## src/common/pipeCtrlPkg.sv

```systemverilog
/*
 * Shared definitions for the pipeline control unit: opcodes, ALU and bypass
 * codes, instruction word views, control bundles and register-use rules.
 */
package pipeCtrlPkg;

	////////////////////////////////////////
	// opcodes
	localparam logic [3:0] opLoad  = 4'b0000;
	localparam logic [3:0] opStore = 4'b0010;
	localparam logic [3:0] opAdd   = 4'b0100;
	localparam logic [3:0] opSub   = 4'b0110;
	localparam logic [3:0] opNand  = 4'b1000;
	localparam logic [3:0] opBz    = 4'b0101;
	localparam logic [3:0] opBnz   = 4'b1001;
	localparam logic [3:0] opBpz   = 4'b1101;
	localparam logic [3:0] opStop  = 4'b0001;
	localparam logic [3:0] opNop   = 4'b1010;
	localparam logic [2:0] opOri   = 3'b111; // only low 3 bits, imm above
	localparam logic [2:0] opShift = 3'b011; // bit 3 is part of the shift field

	localparam logic [7:0] nopWord = {4'b0000, opNop}; // bubble word

	// alu operation codes
	localparam logic [2:0] aluAdd   = 3'b000;
	localparam logic [2:0] aluSub   = 3'b001;
	localparam logic [2:0] aluOri   = 3'b010;
	localparam logic [2:0] aluNand  = 3'b011;
	localparam logic [2:0] aluShift = 3'b100;

	// bypass selects
	localparam logic [1:0] bypNone = 2'd0;
	localparam logic [1:0] bypAlu  = 2'd1; // producer's alu result
	localparam logic [1:0] bypMem  = 2'd2; // producer's loaded data

	////////////////////////////////////////
	// instruction word, three ways to read it
	typedef struct packed {
		logic [1:0] rx;
		logic [1:0] ry;
		logic [3:0] op;
	} regForm_t;

	typedef struct packed {
		logic [4:0] imm;
		logic [2:0] op3;
	} oriForm_t;

	typedef struct packed {
		logic [3:0] offset; // pc relative
		logic [3:0] op;
	} brForm_t;

	typedef union packed {
		regForm_t regForm;
		oriForm_t oriForm;
		brForm_t  brForm;
	} instr_t;

	// execute stage controls
	typedef struct packed {
		logic       memRead;
		logic       memWrite;
		logic       mdrLoad;
		logic       flagWrite;
		logic       aluIn1Sel; // 0 reg, 1 pc
		logic [2:0] aluIn2Sel;
		logic [2:0] aluOp;
	} exCtrl_t;

	// writeback controls
	typedef struct packed {
		logic rfWrite;
		logic regIn; // 0 alu result, 1 memory data
		logic rwSel; // write reg from ori rule
	} wbCtrl_t;

	typedef struct packed {
		logic [1:0] aluIn1Sel;
		logic [1:0] aluIn2Sel;
		logic [1:0] memDataSel;
		logic [1:0] memAddrSel;
		logic [1:0] r1InSel;
		logic [1:0] r2InSel;
	} bypassSel_t;

	// source operands read by one instruction
	typedef struct packed {
		logic       use1;
		logic [1:0] reg1;
		logic       use2;
		logic [1:0] reg2;
	} srcOps_t;

	////////////////////////////////////////
	// classification helpers
	function automatic logic isOri(instr_t i);
		return i.oriForm.op3 == opOri;
	endfunction

	function automatic logic isShift(instr_t i);
		return i.oriForm.op3 == opShift;
	endfunction

	function automatic logic isAluReg(instr_t i); // add, sub, nand
		return (i.regForm.op == opAdd) || (i.regForm.op == opSub) || (i.regForm.op == opNand);
	endfunction

	function automatic logic isBranch(instr_t i);
		return (i.brForm.op == opBz) || (i.brForm.op == opBnz) || (i.brForm.op == opBpz);
	endfunction

	function automatic logic writesReg(instr_t i);
		return isAluReg(i) || isShift(i) || isOri(i) || (i.regForm.op == opLoad);
	endfunction

	function automatic logic [1:0] destReg(instr_t i, logic [1:0] oriReg);
		return isOri(i) ? oriReg : i.regForm.rx; // ori has no reg field
	endfunction

	function automatic srcOps_t srcReg(instr_t i, logic [1:0] oriReg);
		srcOps_t s;
		s = '0;
		if (isAluReg(i) || (i.regForm.op == opStore))
		begin
			s.use1 = 1'b1; // store data lives in rx
			s.reg1 = i.regForm.rx;
			s.use2 = 1'b1; // store address lives in ry
			s.reg2 = i.regForm.ry;
		end
		else if (isShift(i))
		begin
			s.use1 = 1'b1;
			s.reg1 = i.regForm.rx;
		end
		else if (isOri(i))
		begin
			s.use1 = 1'b1;
			s.reg1 = oriReg;
		end
		else if (i.regForm.op == opLoad)
		begin
			s.use2 = 1'b1; // address only
			s.reg2 = i.regForm.ry;
		end
		return s;
	endfunction

endpackage

```

## src/hdl/instrPipe.sv

```systemverilog
/*
 * Instruction slots for register fetch, execute and writeback.
 * Bubbles are NOP words, inserted on squash and on stop.
 */
`timescale 1ns/1ps

module instrPipe (
	input  logic                clock,
	input  logic                reset,
	input  pipeCtrlPkg::instr_t fetchInstr,
	input  logic                squash,  // taken branch in execute
	input  logic                stopped, // sticky halt
	output pipeCtrlPkg::instr_t irRf,
	output pipeCtrlPkg::instr_t irEx,
	output pipeCtrlPkg::instr_t irWb
);

	pipeCtrlPkg::instr_t rfNext; // what lands in irRf
	pipeCtrlPkg::instr_t exNext; // what lands in irEx

	// younger two slots get bubbles behind a taken branch
	assign rfNext = squash ? pipeCtrlPkg::nopWord : fetchInstr;
	assign exNext = squash ? pipeCtrlPkg::nopWord : irRf;

	////////////////////////////////////////
	// slot registers
	always_ff @(posedge clock or posedge reset)
	begin
		if (reset)
		begin
			irRf <= pipeCtrlPkg::nopWord;
			irEx <= pipeCtrlPkg::nopWord;
			irWb <= pipeCtrlPkg::nopWord;
		end
		else if (stopped)
		begin
			// halted, drain everything
			irRf <= pipeCtrlPkg::nopWord;
			irEx <= pipeCtrlPkg::nopWord;
			irWb <= pipeCtrlPkg::nopWord;
		end
		else
		begin
			irRf <= rfNext;
			irEx <= exNext;
			irWb <= irEx; // branch itself still retires
		end
	end

endmodule

```

## src/execute/executeDecode.sv

```systemverilog
/*
 * Execute stage decode: datapath controls, branch resolution from the
 * N and Z flags, and the sticky stop latch.
 */
`timescale 1ns/1ps

module executeDecode (
	input  logic                 clock,
	input  logic                 reset,
	input  pipeCtrlPkg::instr_t  irEx,
	input  logic                 n,
	input  logic                 z,
	output pipeCtrlPkg::exCtrl_t exCtrl,
	output logic                 pcSel,   // to pc mux
	output logic                 squash,  // to instruction slots
	output logic                 stopped
);

	logic [3:0] op;        // 4-bit view of the opcode
	logic       isBr;
	logic       condMet;   // flag test for this branch type
	logic       offsetZero;
	logic       stopHit;   // STOP or branch to self
	pipeCtrlPkg::exCtrl_t dec;

	assign op         = irEx.regForm.op;
	assign isBr       = pipeCtrlPkg::isBranch(irEx);
	assign offsetZero = irEx.brForm.offset == 4'd0;

	////////////////////////////////////////
	// control decode
	always_comb
	begin
		dec = '0;
		if (op == pipeCtrlPkg::opLoad)
		begin
			dec.memRead = 1'b1;
			dec.mdrLoad = 1'b1; // capture read data
		end
		else if (op == pipeCtrlPkg::opStore)
			dec.memWrite = 1'b1;
		else if (pipeCtrlPkg::isAluReg(irEx))
		begin
			dec.aluIn2Sel = 3'd0; // register operand
			dec.flagWrite = 1'b1;
			case (op)
				pipeCtrlPkg::opAdd: dec.aluOp = pipeCtrlPkg::aluAdd;
				pipeCtrlPkg::opSub: dec.aluOp = pipeCtrlPkg::aluSub;
				default:            dec.aluOp = pipeCtrlPkg::aluNand;
			endcase
		end
		else if (pipeCtrlPkg::isShift(irEx))
		begin
			dec.aluIn2Sel = 3'd4; // shift amount field
			dec.aluOp     = pipeCtrlPkg::aluShift;
			dec.flagWrite = 1'b1;
		end
		else if (pipeCtrlPkg::isOri(irEx))
		begin
			dec.aluIn2Sel = 3'd3; // zero-extended imm
			dec.aluOp     = pipeCtrlPkg::aluOri;
			dec.flagWrite = 1'b1;
		end
		else if (isBr)
		begin
			dec.aluIn1Sel = 1'b1; // pc
			dec.aluIn2Sel = 3'd2; // branch offset
			dec.aluOp     = pipeCtrlPkg::aluAdd;
		end
	end

	// nothing leaves execute once halted
	assign exCtrl = stopped ? '0 : dec;

	////////////////////////////////////////
	// branch resolution
	always_comb
	begin
		case (op)
			pipeCtrlPkg::opBz:  condMet = z;
			pipeCtrlPkg::opBnz: condMet = !z;
			pipeCtrlPkg::opBpz: condMet = !n;
			default:            condMet = 1'b0;
		endcase
	end

	assign pcSel  = !stopped && isBr && condMet && !offsetZero;
	assign squash = pcSel; // same event, separate consumer

	// stop latch, sticky until reset
	assign stopHit = (op == pipeCtrlPkg::opStop) || (isBr && offsetZero);

	always_ff @(posedge clock or posedge reset)
	begin
		if (reset)
			stopped <= 1'b0;
		else if (stopHit)
			stopped <= 1'b1;
	end

endmodule

```

## src/hdl/writebackDecode.sv

```systemverilog
/*
 * Writeback decode, register file write controls for the oldest slot.
 */
`timescale 1ns/1ps

module writebackDecode (
	input  pipeCtrlPkg::instr_t  irWb,
	output pipeCtrlPkg::wbCtrl_t wbCtrl
);

	logic isLoad; // result comes from memory
	logic isOri;  // destination fixed by ori rule

	assign isLoad = irWb.regForm.op == pipeCtrlPkg::opLoad;
	assign isOri  = pipeCtrlPkg::isOri(irWb);

	// same rule the bypass logic uses for producers
	assign wbCtrl.rfWrite = pipeCtrlPkg::writesReg(irWb);
	assign wbCtrl.regIn   = isLoad; // mdr instead of alu out
	assign wbCtrl.rwSel   = isOri;

endmodule

```

## src/hazard/bypassSelect.sv

```systemverilog
/*
 * Bypass select generation. The writeback slot is the producer; the
 * execute slot consumes at distance one, register fetch at distance two.
 */
`timescale 1ns/1ps

module bypassSelect #(
	parameter logic [1:0] oriReg = 2'd1 // register implied by ORI
) (
	input  pipeCtrlPkg::instr_t     irRf,
	input  pipeCtrlPkg::instr_t     irEx,
	input  pipeCtrlPkg::instr_t     irWb,
	output pipeCtrlPkg::bypassSel_t bypass
);

	////////////////////////////////////////
	// producer side
	logic       prodWrites; // irWb writes a register
	logic [1:0] prodDest;   // and this is the one
	logic [1:0] prodCode;   // alu or mem source

	assign prodWrites = pipeCtrlPkg::writesReg(irWb);
	assign prodDest   = pipeCtrlPkg::destReg(irWb, oriReg);
	assign prodCode   = (irWb.regForm.op == pipeCtrlPkg::opLoad) ?
		pipeCtrlPkg::bypMem : pipeCtrlPkg::bypAlu;

	////////////////////////////////////////
	// consumer operands
	pipeCtrlPkg::srcOps_t exSrc; // distance one
	pipeCtrlPkg::srcOps_t rfSrc; // distance two

	assign exSrc = pipeCtrlPkg::srcReg(irEx, oriReg);
	assign rfSrc = pipeCtrlPkg::srcReg(irRf, oriReg);

	logic ex1Hit;
	logic ex2Hit;
	logic rf1Hit;
	logic rf2Hit;

	assign ex1Hit = prodWrites && exSrc.use1 && (exSrc.reg1 == prodDest);
	assign ex2Hit = prodWrites && exSrc.use2 && (exSrc.reg2 == prodDest);
	assign rf1Hit = prodWrites && rfSrc.use1 && (rfSrc.reg1 == prodDest);
	assign rf2Hit = prodWrites && rfSrc.use2 && (rfSrc.reg2 == prodDest);

	// which execute-stage mux the operand feeds
	logic exAluType;
	logic exStore;
	logic exLoad;

	assign exAluType = pipeCtrlPkg::isAluReg(irEx) || pipeCtrlPkg::isShift(irEx) ||
		pipeCtrlPkg::isOri(irEx);
	assign exStore   = irEx.regForm.op == pipeCtrlPkg::opStore;
	assign exLoad    = irEx.regForm.op == pipeCtrlPkg::opLoad;

	////////////////////////////////////////
	// select assembly
	always_comb
	begin
		bypass = '0; // everything bypNone by default

		// distance one, alu inputs or memory ports
		if (exAluType)
		begin
			if (ex1Hit)
				bypass.aluIn1Sel = prodCode;
			if (ex2Hit)
				bypass.aluIn2Sel = prodCode;
		end
		else if (exStore)
		begin
			if (ex1Hit)
				bypass.memDataSel = prodCode; // value being stored
			if (ex2Hit)
				bypass.memAddrSel = prodCode;
		end
		else if (exLoad)
		begin
			if (ex2Hit)
				bypass.memAddrSel = prodCode; // load address
		end

		// distance two, register read outputs
		if (rf1Hit)
			bypass.r1InSel = prodCode;
		if (rf2Hit)
			bypass.r2InSel = prodCode;
	end

endmodule

```

## src/hdl/pipeCtrlTop.sv

```systemverilog
/*
 * Control unit of the three-stage 8-bit pipeline. Ties the instruction
 * slots to the execute, writeback and bypass decoders.
 */
`timescale 1ns/1ps

module pipeCtrlTop #(
	parameter logic [1:0] oriReg = 2'd1 // register implied by ORI
) (
	input  logic                    clock,
	input  logic                    reset,
	input  pipeCtrlPkg::instr_t     fetchInstr,
	input  logic                    n,
	input  logic                    z,
	output pipeCtrlPkg::exCtrl_t    exCtrl,
	output logic                    pcSel,
	output pipeCtrlPkg::wbCtrl_t    wbCtrl,
	output pipeCtrlPkg::bypassSel_t bypass,
	output logic                    stopped
);

	pipeCtrlPkg::instr_t irRf; // register fetch slot
	pipeCtrlPkg::instr_t irEx; // execute slot
	pipeCtrlPkg::instr_t irWb; // writeback slot
	logic squash;              // taken branch kills the two younger slots

	instrPipe uPipe (
		.clock      (clock),
		.reset      (reset),
		.fetchInstr (fetchInstr),
		.squash     (squash),
		.stopped    (stopped),
		.irRf       (irRf),
		.irEx       (irEx),
		.irWb       (irWb)
	);

	executeDecode uExecute (
		.clock   (clock),
		.reset   (reset),
		.irEx    (irEx),
		.n       (n),
		.z       (z),
		.exCtrl  (exCtrl),
		.pcSel   (pcSel),
		.squash  (squash),
		.stopped (stopped)
	);

	writebackDecode uWriteback (
		.irWb   (irWb),
		.wbCtrl (wbCtrl)
	);

	bypassSelect #(
		.oriReg (oriReg)
	) uBypass (
		.irRf   (irRf),
		.irEx   (irEx),
		.irWb   (irWb),
		.bypass (bypass)
	);

endmodule

```

## config.mk

```make
export PLATFORM = sky130hd
export DESIGN_NAME = pipeCtrlTop
export DESIGN_NICKNAME = d
export VERILOG_FILES = /design/src/common/pipeCtrlPkg.sv /design/src/hdl/instrPipe.sv /design/src/execute/executeDecode.sv /design/src/hdl/writebackDecode.sv /design/src/hazard/bypassSelect.sv /design/src/hdl/pipeCtrlTop.sv
export SDC_FILE = /design/constraint.sdc
export NUM_CORES = 1
export LEC_CHECK = 0
export BUFFER_PORTS_ARGS = -buffer_cell sky130_fd_sc_hd__clkbuf_2
export CAP_MARGIN = 20
export CELL_PAD_IN_SITES_DETAIL_PLACEMENT = 1
export CELL_PAD_IN_SITES_GLOBAL_PLACEMENT = 1
export CORE_ASPECT_RATIO = 0.8
export CORE_MARGIN = 10
export CORE_UTILIZATION = 41
export CTS_CLUSTER_SIZE = 8
export DETAILED_ROUTE_END_ITERATION = 6
export GPL_TIMING_DRIVEN = 0
export PLACE_DENSITY = 0.94
export SLEW_MARGIN = 20
export SYNTH_ARGS = -nofsm -noshare
export SYNTH_HDL_FRONTEND = slang
export SYNTH_SLANG_ARGS = --single-unit
export TNS_END_PERCENT = 100
```

## constraint.sdc

```tcl
create_clock -name clock -period 5.8 [get_ports clock]
set_input_delay 1.16 -clock clock [delete_from_list [all_inputs] [get_ports clock]]
set_output_delay 1.16 -clock clock [all_outputs]
set_load 0.02 [all_outputs]
```

-- After elaboration in Yosys (flattened, before gate mapping)
Cells that the tools add are included.
- output and inout bits: 28
- bits of input ports: 12
- logic and storage cells: 111
- flip-flop bits (word level): 25
- reductions and logical operators: 36
- eq/ne operators: 25
- multiplexer cells: 46
- operators by type and width (operator ; number):
    8-bit two-way mux ; 7
    3-bit two-way mux ; 10
    6-bit two-way mux ; 5
    4-bit by 3-bit == test with 1-bit output (second input constant) ; 7
    4-bit == test (second input constant) ; 5
    2-bit two-way mux ; 9
    4-bit zero test ; 4
    1-bit logical OR ; 16
    1-bit logical AND ; 12
    11-bit two-way mux ; 1
    3-bit by 2-bit == test with 1-bit output (second input constant) ; 3
    3-bit == test (second input constant) ; 3
    1-bit two-way mux ; 9
    2-bit == test ; 4
    4-bit by 2-bit == test with 1-bit output (second input constant) ; 2
    4-bit two-way mux ; 2
    7-bit two-way mux ; 1
    4-bit by 1-bit == test with 1-bit output (second input constant) ; 1
    1-bit zero test ; 4
    2-bit one-hot mux with 2 select lines ; 1
    1-bit one-hot mux with 3 select lines ; 1

-- Depth between registers and ports, before layout
- word-level depth: 12
- gate-level depth with buffers: 6
- depth with buffers taken out: 5

-- Cells and area by module
A second synthesis with hierarchy kept.
- cell total of the unflattened synthesis: 169
- area total of the unflattened synthesis: 1622.8 µm²
- by module, submodules not included (module ; area an instance (µm²) ; seq. area each (µm²) ; cells an instance ; instances):
    instrPipe ; 853.3 ; 608.1 ; 52 ; 1
    bypassSelect ; 451.7 ; 0.0 ; 72 ; 1
    executeDecode ; 256.5 ; 25.0 ; 37 ; 1
    writebackDecode ; 61.3 ; 0.0 ; 8 ; 1

-- Worst setup path after synthesis
Ideal clock, no wire load.
- path kind: register to output
- start point: reg uPipe.irEx[0] in the netlist's numbering
- end point: out bypass[10] in the netlist's numbering
- path buffers: 2
- required time: 4.640 ns
- slack: 2.486 ns
- stages on the path, launching flop included: 7
- arrival: 2.154 ns
- cells stage by stage: dfrtp_1 > buf_6 > or4b_4 > buf_6 > a21boi_4 > o311ai_4 > nor4_1
- RTL lines (item ; RTL line ; RTL):
    from (decl) ; instrPipe.sv:14 ; output pipeCtrlPkg::instr_t irEx,
    from (signal assigned) ; instrPipe.sv:32 ; irEx <= pipeCtrlPkg::nopWord;
    from (signal assigned) ; instrPipe.sv:39 ; irEx <= pipeCtrlPkg::nopWord;
    from (signal assigned) ; instrPipe.sv:45 ; irEx <= exNext;
    to (decl) ; pipeCtrlTop.sv:18 ; output pipeCtrlPkg::bypassSel_t bypass,

==> run_results.csv <==
group,metric,value,unit
layout,final_cell_area,1753,um2
layout,final_util,51.21,%
clocking,post-cts-setup-buffer-count,0,
global_routing,grt_overflow_total,0,
global_routing,grt_pass1_wl,6762,um
pwr,irDropWorstVdd,188.9,uV
logic_synthesis,synth_cells,157,
logic_synthesis,ys_ff_latch,23,
layout,layout-drive-gt1-share,33.00,%
clocking,holdBufCountCts,0,
clocking,clk_latency,0.26,ns
detailed_routing,route.detailed.drc,0,
clocking,cts_sinks,23,
pwr,p_per_area,380.1,nW/um2
critical_path,cp_slowest_cell,"dfstp_2",
sta,setup_viol,0,
logic_synthesis,syn_area,1459,um2
floorplan,start_util,42.62,%
critical_path,critical_path_class,"register to output port",
floorplan,ios,40,
clocking,post_cts_resized,0,
layout,fillers,426,
global_routing,grt_pass1_vias,1386,
sta,rsz0062_at_grt,"false",
logic_synthesis,ys_seq_area_share,39.97,%
critical_path,critPathMaxFanout,10,
detailed_routing,dr.first_iter.drc_count,114,
global_routing,track_usage,12.95,%
layout,regArea,583.1,um2
floorplan,dieHeight,73.36,um
run,max-cap-violations,0,
layout,final_cells,242,
logic_synthesis,synth_area_leader_cell,"dfrtp_1",
detailed_routing,routedWlPerCell,16.70,um
sta,finalMaxSlewViolations,0,
layout,layout.nets,213,
logic_synthesis,synth_cell_types,46,
logic_synthesis,synth_commonest_cells,"dfrtp_1 (17), and2_1 (11), nor4_1 (11)",
sta,fin_crit,3.669,ns
logic_synthesis,synth_top_area_share,29.16,%
clocking,cts_max_level,1,
detailed_routing,viasPerCell,5.488,
global_routing,grt_max_degree,24,
sta,slew_headroom,44.15,%
detailed_routing,drtPass1Iterations,4,
pwr,p_leak,0.0007795,uW
detailed_routing,postRouteAntennaNets,0,
logic_synthesis,syn_nets,169,
logic_synthesis,yosys-top-cells-area,"dfrtp_1 (29%), dfstp_2 (11%), and2_1 (4.7%)",
detailed_routing,vias,1328,
sta,hold_violations,0,
global_routing,grt_antenna_before_repair,0,
clocking,clkSlewWorstSetupHoldPaths,0.08,ns
critical_path,cpPeakStageDelay,0.56,ns
logic_synthesis,synth_edf_count,0,
critical_path,path_cells,"clkbuf_1 > nand2_1 > o21ai_0 > o311ai_4 > nor4_1 > clkbuf_2",
place,io_buffers,39,
outcome,run_status,"finished clean",
clocking,tritoncts,"yes",
min_path,hp-class,"register to register",
sta,fin_crit_sh,63.26,%
logic_synthesis,ys_warn_count,0,
clocking,cts_buffers,3,
critical_path,cp-end-kind,"output port",
logic_synthesis,synth_most_common_cell,"dfrtp_1",
logic_synthesis,syn_avg_cell_area,9.292,um2
place,place.gp.congestion,0.8563,
sta,fin_worst_skew,0.005653,ns
sta,fin_setup_tns,0,ns
layout,syn2layout_area_growth,20.15,%
critical_path,cp.required,4.64,ns
layout,antenna_cells,0,
floorplan,die-area,6359,um2
critical_path,arrival,2.51,ns
floorplan,die_w,86.69,um
clocking,root_buffer,"clkbuf_8",
detailed_routing,wl,4042,um
clocking,cts_max_path_buffers,2,
floorplan,core_area,3423,um2
layout,multi_input_area,752.0,um2
logic_synthesis,async_reset_ff_share,100.0,%
logic_synthesis,synth_top_flop_cell,"dfrtp_1",
critical_path,cp-start-kind,"register",
place,dpl_cell_area,1707,um2
place,dp_hpwl,3333,um
floorplan,placementRows,19,
sta,worstMarginPinSlew,0.8368,ns
sta,max_freq,272.5,MHz
place,dp.cells,238,
pwr,finalPower,666.3,uW
[cell type report]
| class | count | share of cell area, % |
|---|---|---|
| Clock inverter | 1 | 0.2855 |
| Timing Repair Buffer | 39 | 11.13 |
| Tap cell | 42 | 2.998 |
| Clock buffer | 3 | 2.355 |
| Sequential cell | 23 | 33.26 |
| Buffer | 14 | 4.925 |
| Inverter | 10 | 2.141 |
| Multi-Input combinational cell | 110 | 42.90 |
[routing by layer]
metal,vias to the layer above,global-route usage [%],part of all wire [%]
met5,-,0,0
met4,0,3.770,1.3
met3,7,4.420,7.6
met2,37,22.26,47
met1,646,14.93,45
li1,638,-,-
[critical path: cells and delay by family (launching register included)]
kind / cells / cell delay, ns
buf+inv: 2 / 0.59
compound gates: 2 / 0.57
flops: 1 / 0.56
simple gates: 2 / 0.53
[registers in the layout, indices dropped and copies added (netlist names)]
name / count
uPipe.irRf: 8
uPipe.irWb: 6
uPipe.irEx: 8
uExecute.stopped: 1
[metrics by stage]
step | hold slack [ns] | worst slack, ns
floorplan | 0.4534 | 2.486
global placement | 0.4686 | 2.464
detailed placement | 0.4896 | 2.433
CTS | 0.5082 | 2.135
global route | 0.5183 | 1.899
finish | 0.5027 | 2.131
[cells by family (layout without fill, tap and decap cells)]
kind of cell,after synthesis,after routing,share of synthesized area [%]
buffers and inverters,24,67,8.491
XOR/XNOR,4,4,2.402
AND/OR/NAND/NOR,73,73,28.65
AO/OA/AOI/OAI,30,30,18.27
flip-flops,23,23,39.97
multiplexers,3,3,2.230
[worst paths after layout]
path	from	end	slack (ns)	depth (start not counted)
setup / recovery	uPipe.irEx[1]	bypass[11]	2.13	6
hold / removal	uPipe.irRf[7]	uPipe.irEx[7]	0.50	1
min in group asynchronous	reset	uPipe.irRf[7]	1.03	2
hold reg to reg	uPipe.irRf[7]	uPipe.irEx[7]	0.50	1
setup reg to reg	uPipe.irEx[3]	uPipe.irRf[6]	3.66	6
max in group asynchronous	reset	uPipe.irRf[5]	4.24	2
[cell usage in the layout, fill, tap and decap left out, drive strengths merged, types with 3 or more instances in the layout]
cell type  instances
dfrtp             17
clkbuf            49
and2              11
nand2              8
nand3              6
nor3               8
nand3b             4
buf                7
nand2b             4
nor2               9
inv                9
dfstp              6
nor2b              3
o211ai             5
xnor2              3
nor4              11
a21oi              5
o21ai              5
[power by group]
group	internal, uW	leakage [uW]	switching [uW]
clock network	47.9	0.0000255	47.7
registers	208	0.000289	47.4
logic	121	0.000465	194
total	377	0.000779	289
(Power assumes the default switching activity.)
